`src/hw/bubble_cfg.svh`:
```
`ifndef BUBBLE_CFG_SVH
`define BUBBLE_CFG_SVH

// bit counts per load phase
`define BOOT_BITS   2656
`define MAP_BITS    1168
`define PREFIX_BITS 6
`define PAGE_BITS   1030

// bubble output buffer start addresses
`define BOOT_BASE   4106
`define PAGE_BASE   14336

// page count of the emulated bubble
`define PAGE_MOD    2053

// flash page with bootloader and bad-loop map
`define BOOT_PAGE   12'h805

// serial flash read opcode
`define FLASH_READ  8'h03

`endif

```
`src/hw/bubble_pkg.sv`:
```
package bubble_pkg;

    typedef logic [2:0]  img_t;         // flash image slot
    typedef logic [11:0] pos_t;         // absolute bubble position
    typedef logic [11:0] page_t;
    typedef logic [2:0]  acc_t;         // emulator access type
    typedef logic [14:0] buf_addr_t;    // bit address in output buffer
    typedef logic [11:0] map_addr_t;
    typedef logic [11:0] bit_cnt_t;

    // {2'b00, image, page, 7'b0}
    typedef logic [23:0] flash_addr_t;

    typedef enum logic [2:0]
    {
        IDLE,
        CMD,
        BOOT,
        MAP,
        PREFIX,
        PAGE,
        DONE
    } load_state_t;

endpackage

```
`src/hw/spi_bit_if.sv`:
```
interface spi_bit_if
    import bubble_pkg::*;
();

    logic        start;        // begin read command
    flash_addr_t flash_addr;
    logic        bit_req;
    logic        bit_valid;
    logic        rx_bit;
    logic        stop;         // release chip select
    logic        ready;        // command word sent

    modport seq
    (
        output start, flash_addr, bit_req, stop,
        input  bit_valid, rx_bit, ready
    );

    modport phy
    (
        input  start, flash_addr, bit_req, stop,
        output bit_valid, rx_bit, ready
    );

endinterface

```
`src/hw/load_sequencer.sv`:
```
`include "bubble_cfg.svh"

module load_sequencer
    import bubble_pkg::*;
(
    input  logic        MCLK,
    input  logic        rst,
    input  logic        go,
    input  logic        is_page,
    input  flash_addr_t flash_addr,
    output logic        busy,
    spi_bit_if.seq      bus,
    output logic        map_clr,
    output logic        map_we,
    output logic        map_re,
    output logic        map_wbit,
    input  logic        map_rbit,
    output logic        load_base,
    output buf_addr_t   base,
    output logic        wr,
    output logic        wbit
);

    load_state_t state;
    bit_cnt_t    cnt;
    logic [1:0]  ph;           // map read step in prefix/page
    logic        pend;         // flash bit in flight
    logic        have_bit;     // page bit fetched ahead

    logic        free;
    logic        bit_avail;
    logic        take;
    bit_cnt_t    cnt_nxt;
    logic        req_nxt;

    assign busy      = (state != IDLE);
    assign free      = !pend || bus.bit_valid;
    assign bit_avail = have_bit || bus.bit_valid;
    assign take      = (state == PAGE) && (ph == 2'd2) && map_rbit && bit_avail;

    always_comb
    begin
        cnt_nxt = cnt;
        req_nxt = 1'b0;
        case (state)
            BOOT:
                req_nxt = free;     // boot tail also primes the map
            MAP:
            begin
                cnt_nxt = cnt + bit_cnt_t'(bus.bit_valid);
                req_nxt = free && (cnt_nxt < bit_cnt_t'(`MAP_BITS));
            end
            PAGE:
            begin
                cnt_nxt = cnt + bit_cnt_t'(take);
                req_nxt = free && !(bit_avail && !take) && (cnt_nxt < bit_cnt_t'(`PAGE_BITS));
            end
            default:
                req_nxt = 1'b0;
        endcase
    end

    always_ff @(posedge MCLK)
    begin
        if (rst)
        begin
            state       <= IDLE;
            cnt         <= '0;
            ph          <= 2'd0;
            pend        <= 1'b0;
            have_bit    <= 1'b0;
            bus.start   <= 1'b0;
            bus.stop    <= 1'b0;
            bus.bit_req <= 1'b0;
            map_clr     <= 1'b0;
            map_we      <= 1'b0;
            map_re      <= 1'b0;
            load_base   <= 1'b0;
            wr          <= 1'b0;
        end
        else
        begin
            bus.start   <= 1'b0;
            bus.stop    <= 1'b0;
            map_clr     <= 1'b0;
            map_we      <= 1'b0;
            map_re      <= 1'b0;
            load_base   <= 1'b0;
            wr          <= 1'b0;
            bus.bit_req <= req_nxt;
            pend        <= (pend && !bus.bit_valid) || req_nxt;
            have_bit    <= (state == PAGE) && bit_avail && !take;

            case (state)
                IDLE:
                    if (go)
                    begin
                        bus.start      <= 1'b1;
                        bus.flash_addr <= flash_addr;
                        map_clr        <= 1'b1;
                        load_base      <= 1'b1;
                        base           <= is_page ? buf_addr_t'(`PAGE_BASE)
                                                  : buf_addr_t'(`BOOT_BASE);
                        cnt            <= '0;
                        ph             <= 2'd0;
                        state          <= CMD;
                    end
                CMD:
                    if (bus.ready)
                        state <= is_page ? PREFIX : BOOT;
                BOOT:
                    if (bus.bit_valid)
                    begin
                        wr   <= 1'b1;
                        wbit <= bus.rx_bit;
                        cnt  <= cnt + bit_cnt_t'(1);
                        if (cnt == bit_cnt_t'(`BOOT_BITS - 1))
                        begin
                            cnt   <= '0;
                            state <= MAP;   // buffer address runs on
                        end
                    end
                MAP:
                    if (bus.bit_valid)
                    begin
                        wr       <= 1'b1;
                        wbit     <= bus.rx_bit;
                        map_we   <= 1'b1;
                        map_wbit <= bus.rx_bit;
                        cnt      <= cnt_nxt;
                        if (cnt == bit_cnt_t'(`MAP_BITS - 1))
                            state <= DONE;
                    end
                PREFIX, PAGE:
                    case (ph)
                        2'd0:
                        begin
                            map_re <= 1'b1;
                            ph     <= 2'd1;
                        end
                        2'd1:
                            ph <= 2'd2;
                        default:
                            if (!map_rbit)
                            begin
                                wr   <= 1'b1;
                                wbit <= 1'b0;       // bad loop, no flash bit used
                                ph   <= 2'd0;
                            end
                            else if (state == PREFIX)
                            begin
                                wr   <= 1'b1;
                                wbit <= 1'b1;
                                ph   <= 2'd0;
                                cnt  <= cnt + bit_cnt_t'(1);
                                if (cnt == bit_cnt_t'(`PREFIX_BITS - 1))
                                begin
                                    cnt   <= '0;
                                    state <= PAGE;
                                end
                            end
                            else if (take)
                            begin
                                wr   <= 1'b1;
                                wbit <= bus.rx_bit;  // reader holds it until the next request
                                ph   <= 2'd0;
                                cnt  <= cnt_nxt;
                                if (cnt == bit_cnt_t'(`PAGE_BITS - 1))
                                    state <= DONE;
                            end
                    endcase
                default:
                begin
                    bus.stop <= 1'b1;
                    state    <= IDLE;
                end
            endcase
        end
    end

endmodule

```
`src/flat_wrapper.sv`:
```
// flat-port wrapper written by rule: the top's interface ports become plain ports
module load_sequencer_flat import bubble_pkg::*;
  (MCLK, rst, go, is_page, flash_addr, busy, map_clr, map_we, map_re, map_wbit, map_rbit, load_base, base, wr, wbit, bus_start, bus_flash_addr, bus_bit_req, bus_stop, bus_bit_valid, bus_rx_bit, bus_ready);
  spi_bit_if bus_i ();
  input  logic MCLK;
  input  logic rst;
  input  logic go;
  input  logic is_page;
  input  flash_addr_t flash_addr;
  output logic busy;
  output logic map_clr;
  output logic map_we;
  output logic map_re;
  output logic map_wbit;
  input  logic map_rbit;
  output logic load_base;
  output buf_addr_t base;
  output logic wr;
  output logic wbit;
  output wire logic [$bits(bus_i.start)-1:0] bus_start;
  output wire logic [$bits(bus_i.flash_addr)-1:0] bus_flash_addr;
  output wire logic [$bits(bus_i.bit_req)-1:0] bus_bit_req;
  output wire logic [$bits(bus_i.stop)-1:0] bus_stop;
  input wire logic [$bits(bus_i.bit_valid)-1:0] bus_bit_valid;
  input wire logic [$bits(bus_i.rx_bit)-1:0] bus_rx_bit;
  input wire logic [$bits(bus_i.ready)-1:0] bus_ready;
  assign bus_start = bus_i.start;
  assign bus_flash_addr = bus_i.flash_addr;
  assign bus_bit_req = bus_i.bit_req;
  assign bus_stop = bus_i.stop;
  assign bus_i.bit_valid = bus_bit_valid;
  assign bus_i.rx_bit = bus_rx_bit;
  assign bus_i.ready = bus_ready;
  load_sequencer u_core (.MCLK(MCLK), .rst(rst), .go(go), .is_page(is_page), .flash_addr(flash_addr), .busy(busy), .bus(bus_i), .map_clr(map_clr), .map_we(map_we), .map_re(map_re), .map_wbit(map_wbit), .map_rbit(map_rbit), .load_base(load_base), .base(base), .wr(wr), .wbit(wbit));
endmodule
```
`config.mk`:
```
export PLATFORM = sky130hd
export DESIGN_NAME = load_sequencer_flat
export DESIGN_NICKNAME = d
export VERILOG_FILES = /design/src/hw/bubble_pkg.sv /design/src/hw/spi_bit_if.sv /design/src/hw/load_sequencer.sv /design/src/flat_wrapper.sv
export VERILOG_INCLUDE_DIRS = /design/src /design/src/hw
export SDC_FILE = /design/constraint.sdc
export NUM_CORES = 1
export LEC_CHECK = 0
export ABC_AREA = 1
export BUFFER_PORTS_ARGS = -buffer_cell sky130_fd_sc_hd__buf_2
export CAP_MARGIN = 25
export CORE_ASPECT_RATIO = 0.9
export CORE_UTILIZATION = 30
export CTS_BUF_LIST = sky130_fd_sc_hd__clkbuf_16
export DETAILED_ROUTE_END_ITERATION = 10
export PLACE_DENSITY = 0.53
export SYNTH_ARGS = -nofsm -noshare
export SYNTH_HDL_FRONTEND = slang
export SYNTH_SLANG_ARGS = --single-unit
```
`constraint.sdc`:
```
create_clock -name MCLK -period 4.59 [get_ports MCLK]
set_input_delay 0.6885 -clock MCLK [delete_from_list [all_inputs] [get_ports MCLK]]
set_output_delay 0.6885 -clock MCLK [all_outputs]
set_load 0.02 [all_outputs]
```
**Yosys cells after proc, flatten, opt, wreduce, memory -nomap -nowiden**

Index checks and enable logic that the tools add are counted.

- Latch bits: 0
- Bits in read-only memories: 0
- Flip-flop bits (word level): 66
- Logic and storage cells: 133
- Bits of input ports: 32
- Memory bits (writable): 0
- Output and inout bits: 50
- Memories: 0

- Div/mod/pow operators: 0
- Multiplexer cells: 48
- Add/sub/neg operators: 3
- Eq/ne operators: 25
- $mul: 0
- Shift-type cells: 0
- Magnitude comparators: 2
- Bitwise operators: 4
- Reductions and logical operators: 36

Operator list:

| operator | number |
|---|---|
| $mux W12 | 9 |
| $pmux W12 S4 | 1 |
| $mux W3 | 13 |
| $add A12 B1 Y12 | 2 |
| $eq A12 B11 Y1 const B | 2 |
| $lt A12 B11 Y1 const B | 2 |
| $pmux W12 S2 | 1 |
| $pmux W3 S5 | 1 |
| $mux W14 | 1 |
| $mux W1 | 13 |
| $add A12 B1 Y12 const B | 1 |
| $eq A12 B12 Y1 const B | 1 |
| $eq A12 B3 Y1 const B | 1 |
| $ne A2 B2 Y1 const B | 6 |
| $reduce_or A2 Y1 | 6 |
| $reduce_and A11 Y1 | 1 |
| $logic_and A1 B1 Y1 | 10 |
| $reduce_and A3 Y1 | 3 |
| $mux W2 | 4 |
| $pmux W2 S2 | 2 |
| $reduce_and A7 Y1 | 1 |
| $eq A3 B2 Y1 const B | 2 |
| $eq A3 B3 Y1 const B | 2 |
| $ne A2 B1 Y1 const B | 3 |
| 19 further kinds | 30 |

**Longest topological paths before layout**

Gate-level depths: netlist of the first run.

- Word-level depth: 11
- Mapped depth: 20

**Worst setup path before layout of the first run**

No wires, ideal clock.

- Path kind: input port to flip-flop
- From: input map_rbit
- To: register u_core.pend
- Slack: 2.194 ns
- Setup time: 0.114 ns
- Data required time: 4.476 ns
- Stages: 18
- Path buffers: 0
- Data arrival time: 2.282 ns
- Path through: nand3_1 > or2_2 > nor2_1 > ha_1 > ha_1 > inv_1 > nor2_1 > nand2_1 > nand2_1 > nand2_1 > nand2_1 > nor2_1 > nand2_1 > nand2_1 > nand2_1 > nand3_1 > nand2_1 > nand2_1

- Word-level cells in the longest chain between the ends: 9
- Elaborated cells on any way between the ends: 11
- Classes of those cells: add/sub: 1; order compare: 1; mux: 1; reduce/logical: 8

Ends and longest elaborated chain:

| item | line | source |
|---|---|---|
| from (decl) | flat_wrapper.sv:15 | `input logic map_rbit;` |
| $logic_and A1 B1 Y1 * (2 in series) | load_sequencer.sv:39 | `assign take = (state == PAGE) && (ph == 2'd2) && map_rbit && bit_avail;` |
| parallel branches: the longest is 4 deep, another holds $add A12 B1 Y12 | n/a |  |
| $logic_and A1 B1 Y1 * | load_sequencer.sv:56 | `` req_nxt = free && !(bit_avail && !take) && (cnt_nxt < bit_cnt_t'(`PAGE_BITS)); `` |
| $pmux W1 S3 * | load_sequencer.sv:45 | `case (state)` |
| $logic_or A1 B1 Y1 * | load_sequencer.sv:91 | `pend <= (pend && !bus.bit_valid) \|\| req_nxt;` |
| to (signal assigned) | load_sequencer.sv:91 |  |
| to (decl) | load_sequencer.sv:27 | `logic pend;` |

Mark *: on every way between the ends.
A chain may end at the register's enable or synchronous reset.

**Worst setup path after layout of the first run**

- From: register u_core.state[1]
- To: register u_core.bus.bit_req

- Word-level cells in the longest chain between the ends: 10
- Elaborated cells on any way between the ends: 14
- Classes of those cells: add/sub: 1; order compare: 1; eq/ne: 3; mux: 1; reduce/logical: 8

Ends and longest elaborated chain:

| item | line | source |
|---|---|---|
| from (decl) | load_sequencer.sv:24 | `load_state_t state;` |
| from (signal assigned) | load_sequencer.sv:110 | `state <= is_page ? PREFIX : BOOT;` |
| parallel branches: the longest is 9 deep, another holds $add A12 B1 Y12 | n/a |  |
| $pmux W1 S3 * | load_sequencer.sv:45 |  |
| to (signal assigned) | load_sequencer.sv:90 | `bus.bit_req <= req_nxt;` |
| to (decl) | spi_bit_if.sv:15 | `output start, flash_addr, bit_req, stop,` |

Marks and branches as above.

==> flow_summary.json, run 1 <==
{
  "status": "completed",
  "grt_first_pass_wirelength_um": 12900,
  "endpoint_kind": "flop",
  "antenna_left": 0,
  "num_vias": 2736,
  "initial_utilization_pct": 31.3,
  "port-buffer-count": 70,
  "multi_input_comb_area_um2": 1430,
  "cts_tree": "yes",
  "total_of_warnings_raised_by_yosys": 0,
  "insertedDiodeCount": 0,
  "crit_path_max_fanout": 12,
  "place_congestion": 0.931,
  "critical_path_required_ns": 4.83,
  "critPathArrivalTime_ns": 3.03,
  "drc_errors": 0,
  "critical-path-top-cell-by-count": "nand2_1",
  "max-clock-path-buffers": 2,
  "cp-startpoint": "u_core.state[1]$_SDFFE_PP0P_",
  "worstSetupPathDepth": 18,
  "yosysUniqueCellTypes": 40,
  "drive_gt1_share_pct": 22.1,
  "design.core.area_um2": 9830,
  "p_per_area_nw_per_um2": 403,
  "rr_startpoint": "u_core.state[1]$_SDFFE_PP0P_",
  "postSynthRegisterBits": 53,
  "detailedPlacementHpwl_um": 6120,
  "io_pins": 82,
  "synth-seq-area-share_pct": 43.6,
  "critPathBufInv": 3,
  "tightest_slew_ns": 0.705,
  "layout_worst_path_cycle_share_pct": 60.8,
  "first_pass_iters": 4,
  "global_route.usage.total_pct": 15.6,
  "cts.sinks": 53,
  "final_period_minus_worst_setup_slack_ns": 2.79,
  "syn-mean-instance-area_um2": 7.85,
  "globalRouteOverflowTotal": 0,
  "timing_worst_setup_path_type": "flop to flop",
  "design.die.area_um2": 10700,
  "tritoncts.num_buffers": 5,
  "post_cts_setup_bufs": 0,
  "combPwrFrac_pct": 32.0,
  "critical-path-slowest-cell": "or2_2",
  "summed_instance_area_of_the_synthesized_netlist_um2": 3080,
  "final.fill_count": 1039,
  "postCtsResizedCells": 0,
  "power.ir.vdd_worst_mv": 0.293,
  "max_freq_mhz": 358,
  "timing.max_cap.violations": 0,
  "power.switching_fraction_pct": 38.4,
  "seq_area_um2": 1340,
  "cpLargestDelayFamily": "simple AND/OR/NAND/NOR gates",
  "number_of_violations_reported_at_the_end_of_detailed_routing_iteration_0": 154,
  "postSynth.topFlopCell": "edfxtp_1",
  "routed_wirelength_um": 8020,
  "synth-edff-count": 28,
  "htreeDepth": 2,
  "hold_path_class": "flop to flop",
  "cts.hold.buffers_added": 0,
  "internal-power_uw": 891,
  "timing.reg2reg.worst_path_depth": 18,
  "setup_violations": 0,
  "nNetsFinal": 490,
  "detail_route.vias_per_cell": 4.73,
  "power.clock.fraction_pct": 27.1,
  "cp_slowest_stage_delay_ns": 0.42,
  "clkSlewWorstSetupHoldPaths_ns": 0.07,
  "mostFrequentLayoutCells": "97 x nand2_1, 70 x buf_2, 38 x nor2_1",
  "maxSlewViolCount": 0,
  "skew_ns": 0.00597,
  "rrSetupSlack_ns": 1.80,
  "finalSetupTns_ns": 0,
  "fp.dieW_um": 109,
  "timing.critical_path.from_type": "flop",
  "rsz0062_at_grt": "false",
  "placementRows": 34,
  "worstPathCellList": "inv_2, nand3_2, or2_2, nor2_1, ha_1, ha_1, inv_1, nor2_1, nand2_1, nand2_1, nand3_1, nor2_1, nand2_1, nand2_1, nand2_1, nand3_1, nand2_1, inv_1",
  "via_count_of_the_first_global_routing_pass": 2581,
  "grt_antenna_before_repair": 0,
  "layout-area-overhead-vs-synth_pct": 16.7,
  "fraction_of_registers_with_async_set_reset_pct": 0,
  "most_common_library_cell_in_the_layout_ignoring_fill_and_taps": "nand2_1",
  "crit_path_end": "u_core.bus.bit_req$_SDFF_PP0_",
  "power_leakage_uw": 0.00149,
  "timing.final.hold_violations": 0,
  "wl_per_cell_um": 13.9,
  "largest_net_degree_at_the_start_of_global_routing": 27,
  "hold_slack_ns": 0.493,
  "sequentialPowerShare_pct": 40.9,
  "die-height_um": 98.1,
  "worst_skew_pair.late_latency_ns": 0.30,
  "root_driver": "clkbuf_16",
  "power.net_switching_uw": 556,
  "reg2reg_to": "u_core.bus.bit_req$_SDFF_PP0_",
  "timing.max_slew.rel_slack_pct": 52.9,
  "post_synth_inst_count": 392
}
kinds of logic (layout without fill, tap and decap cells):
group,after synthesis,after routing,synth area share (%)
flip-flops,53,53,43.6
buffers and inverters,68,120,11.2
AO/OA/AOI/OAI,48,48,9.43
other,2,11,0.244
AND/OR/NAND/NOR,196,196,27.7
adder cells (fa/ha/maj),6,6,2.44
XOR/XNOR,19,19,5.41
final cells by class:
cell class                 count  area share, %
clock inverter                 3          0.731
inverter                      41           4.35
timing repair buffer          71           9.96
sequential                    53           37.3
multi-input combinational    280           39.8
clock buffer                   5           3.48
tap                          126           4.39
how the worst min path moves through the flow:
stage	from	endpoint	slack, ns	cells after the start
2_1_floorplan	u_core.ph[0]$_SDFFE_PP0P_	u_core.ph[0]$_SDFFE_PP0P_	0.45	2
3_3_place_gp	u_core.ph[0]$_SDFFE_PP0P_	u_core.ph[0]$_SDFFE_PP0P_	0.47	2
3_5_place_dp	u_core.cnt[10]$_SDFFE_PP0P_	u_core.cnt[10]$_SDFFE_PP0P_	0.48	2
4_1_cts	u_core.cnt[10]$_SDFFE_PP0P_	u_core.cnt[10]$_SDFFE_PP0P_	0.49	2
5_1_grt	u_core.cnt[10]$_SDFFE_PP0P_	u_core.cnt[10]$_SDFFE_PP0P_	0.52	2
6_report	u_core.ph[0]$_SDFFE_PP0P_	u_core.ph[0]$_SDFFE_PP0P_	0.49	2
Yosys cell counts, types with 2 or more instances:
cell type | instances | area, µm²
nand2_1 | 97 | 364
nor2_1 | 39 | 146
nand3_1 | 35 | 175
inv_1 | 33 | 124
edfxtp_1 | 28 | 841
dfxtp_1 | 25 | 500
a21oi_1 | 19 | 95.1
xor2_1 | 18 | 158
buf_4 | 17 | 128
o21ai_0 | 12 | 60.1
nor3_1 | 10 | 50.1
buf_2 | 6 | 30.0
ha_1 | 6 | 75.1
inv_2 | 5 | 18.8
nand4_1 | 5 | 31.3
o21bai_1 | 3 | 22.5
o22ai_1 | 3 | 18.8
a2111oi_0 | 2 | 17.5
a21oi_2 | 2 | 17.5
buf_6 | 2 | 22.5
clkbuf_1 | 2 | 7.51
clkinv_2 | 2 | 10.0
conb_1 | 2 | 7.51
nand2_2 | 2 | 12.5
nor2_2 | 2 | 12.5
metrics by stage:
stage	instances	power [µW]	area [µm²]	util [%]	worst slack, ns
after floorplan	401	952	3110	-	2.19
after global placement	571	1070	3440	35.0	1.89
after detailed placement	571	1060	3440	35.0	1.83
after CTS	579	1460	3590	36.6	1.83
after global routing	579	1540	3590	36.6	1.47
final	579	1450	3590	36.6	1.80
power groups by stage:
stage               Clock [µW]  Combinational [µW]  Sequential [µW]
CTS                        403                 463              592
finish                     393                 463              592
floorplan                    0                 309              643
global placement             0                 465              601
global route               417                 518              600
detailed placement           0                 461              604
state kept, by name, indices dropped and copies added (netlist names), 2 cells and up:
name                   count
u_core.state               3
u_core.ph                  2
u_core.base                2
u_core.cnt                12
u_core.bus.flash_addr     24
routing by layer:
metal,up-vias,global-route usage (%),part of all wire (%)
met5,-,0,0
met4,0,5.20,1.4
met3,10,3.27,6.5
met2,86,24.5,44
met1,1254,21.2,48
li1,1386,-,-
worst min-delay path, delay by kind of cell, from the launching register on:
family | cells | cell delay (ns)
simple gates | 1 | 0.07
flops | 1 | 0.33
compound gates | 1 | 0.05
Note: power is estimated with default switching activity, not from simulation.
==> run 2, diff against run 1 <==
- clock period: 4.59 -> 2.6 ns (I/O delays scaled with it)
==> run 2 against run 1 <==
  * Cell count increased by 1.0%
  * Setup slack got worse by 1.5 ns
  * Register-to-register slack got worse by 1.5 ns
  * Critical endpoint is now u_core.pend$_SDFF_PP0_
==> flow_summary.json, run 2 (synthesized netlist as in run 1, its figures left out) <==
{
  "critical-path-slowest-cell": "dfxtp_1",
  "cpLargestDelayFamily": "simple AND/OR/NAND/NOR gates",
  "grtUsageMet3_pct": 2.20,
  "wl_per_cell_um": 13.7,
  "critPathBufInv": 1,
  "grt.met1_usage_pct": 22.3,
  "globalRouteOverflowTotal": 0,
  "rsz0062_at_grt": "false",
  "power_leakage_uw": 0.00151,
  "largest_register": "u_core.bus.flash_addr",
  "cp-startpoint": "u_core.state[1]$_SDFFE_PP0P_",
  "worst_skew_pair.late_latency_ns": 0.29,
  "hold_depth": 1,
  "endpoint_kind": "flop",
  "power.ir.vdd_worst_mv": 0.375,
  "hold_path_end": "u_core.bus.flash_addr[0]$_DFFE_PP_",
  "skew_ns": 0.00435,
  "tightest_slew_ns": 0.515,
  "p_total_uw": 2580,
  "final_period_minus_worst_setup_slack_ns": 2.31,
  "via_count_of_the_first_global_routing_pass": 2603,
  "layout_worst_path_cycle_share_pct": 89.0,
  "nNetsFinal": 496,
  "drc_errors": 0,
  "port-buffer-count": 70,
  "timing.final.hold_violations": 0,
  "worstPathCellList": "inv_2, nand3_2, or2_2, nor2_1, ha_2, ha_4, nand3_1, o21ai_0, nand2_1, nand2_1, nor2_1, nand2_1, nand2_1, nand2_1, nand3_1, nand2_1, nand2_1",
  "place_congestion": 0.969,
  "critical_path_required_ns": 2.79,
  "critPathArrivalTime_ns": 2.50,
  "timing.reg2reg.worst_path_depth": 17,
  "met2_usage_pct": 23.2,
  "layout-area-overhead-vs-synth_pct": 19.0,
  "setup_violations": 0,
  "tritoncts.num_buffers": 5,
  "maxSlewViolCount": 0,
  "htreeDepth": 2,
  "most_common_library_cell_in_the_layout_ignoring_fill_and_taps": "nand2_1",
  "p_per_area_nw_per_um2": 704,
  "clkSlewWorstSetupHoldPaths_ns": 0.07,
  "max-clock-path-buffers": 2,
  "die-height_um": 98.1,
  "detailedPlacementHpwl_um": 6150,
  "design.die.area_um2": 10700,
  "cts.hold.buffers_added": 0,
  "status": "completed",
  "io_pins": 82,
  "final.fill_count": 1035,
  "hold_path_class": "primary input to flop",
  "antenna_left": 0,
  "fp.dieW_um": 109,
  "first_pass_iters": 4,
  "rrSetupSlack_ns": 0.29,
  "finalSetupTns_ns": 0,
  "timing.max_slew.rel_slack_pct": 65.7,
  "root_driver": "clkbuf_16",
  "crit_path_max_fanout": 5,
  "reg_top3": "u_core.bus.flash_addr x24, u_core.cnt x12, u_core.state x3",
  "critical-path-top-cell-by-count": "nand2_1",
  "drive_gt1_share_pct": 24.6,
  "design.core.area_um2": 9830,
  "detail_route.vias_per_cell": 4.70,
  "timing.max_cap.violations": 0,
  "grt_antenna_before_repair": 0,
  "cts.sinks": 53,
  "insertedDiodeCount": 0,
  "num_vias": 2748,
  "cp_slowest_stage_delay_ns": 0.35,
  "peak_usage_layer_in_the_global_routing_report": "met2",
  "global_route.usage.total_pct": 15.5,
  "seq_area_um2": 1340,
  "routed_wirelength_um": 8010,
  "reg2reg_to": "u_core.pend$_SDFF_PP0_",
  "number_of_violations_reported_at_the_end_of_detailed_routing_iteration_0": 168,
  "min-delay-start": "flash_addr[0]",
  "placementRows": 34,
  "mostFrequentLayoutCells": "97 x nand2_1, 70 x buf_2, 37 x nor2_1",
  "initial_utilization_pct": 31.3,
  "multi_input_comb_area_um2": 1450,
  "largest_net_degree_at_the_start_of_global_routing": 27,
  "max_freq_mhz": 432,
  "cts_tree": "yes",
  "flip_flop_count_of_the_largest_register_after_layout": 24,
  "rr_startpoint": "u_core.state[1]$_SDFFE_PP0P_",
  "timing_worst_setup_path_type": "flop to flop",
  "timing.critical_path.from_type": "flop",
  "grt_first_pass_wirelength_um": 12700
}
==> run 2: changes by cell type in the layout (fill, tap and decap cells not counted), moves of 2 or more <==
cell / previous run / this run
buf_4: 1 / 7
dfxtp_1: 25 / 23
ha_1: 6 / 4
dfxtp_2: 0 / 2
==> run 2: worst max path at each step <==
stage                                  end  slack, ns  cells after the start
floorplan           u_core.pend$_SDFF_PP0_       0.25                     20
global placement    u_core.pend$_SDFF_PP0_       0.19                     18
detailed placement  u_core.pend$_SDFF_PP0_       0.15                     19
CTS                 u_core.pend$_SDFF_PP0_       0.16                     19
global route        u_core.pend$_SDFF_PP0_       0.02                     18
finish              u_core.pend$_SDFF_PP0_       0.29                     17
==> run 2: routing by layer <==
metal,up-vias,routed length (µm)
met5,-,0
met4,0,146
met3,12,489
met2,95,3420
met1,1250,3950
li1,1391,-
==> run 2: timing repair <==
| action | 4_1_cts | 5_1_grt |
|---|---|---|
| setup buffers | 0 | 2 |
| resized for setup | 0 | 8 |
| endpoints found under the setup margin | 0 | 3 |
==> run 2: cell type report <==
type / count / area share (%)
multi-input combinational: 280 / 39.6
clock inverter: 3 / 0.717
inverter: 41 / 4.27
timing repair buffer: 77 / 11.0
tap: 126 / 4.30
clock buffer: 5 / 3.42
sequential: 53 / 36.7
==> run 2: per-stage QoR <==
step / setup WS (ns) / instance area (µm²) / std cells / util (%) / hold slack (ns)
floorplan: 0.253 / 3110 / 401 / - / 0.453
detailed placement: 0.147 / 3470 / 575 / 35.3 / 0.477
CTS: 0.162 / 3620 / 583 / 36.9 / 0.262
finish: 0.285 / 3660 / 585 / 37.3 / 0.267
global route: 0.0214 / 3660 / 585 / 37.3 / 0.255
global placement: 0.188 / 3470 / 575 / 35.3 / 0.468
==> run 2: where the power goes <==
| group | internal (µW) | total (µW) | leakage, µW | switching [µW] |
|---|---|---|---|---|
| registers | 990 | 1050 | 0.000461 | 58.7 |
| logic | 252 | 842 | 0.000983 | 590 |
| clock network | 364 | 689 | 0.0000680 | 325 |
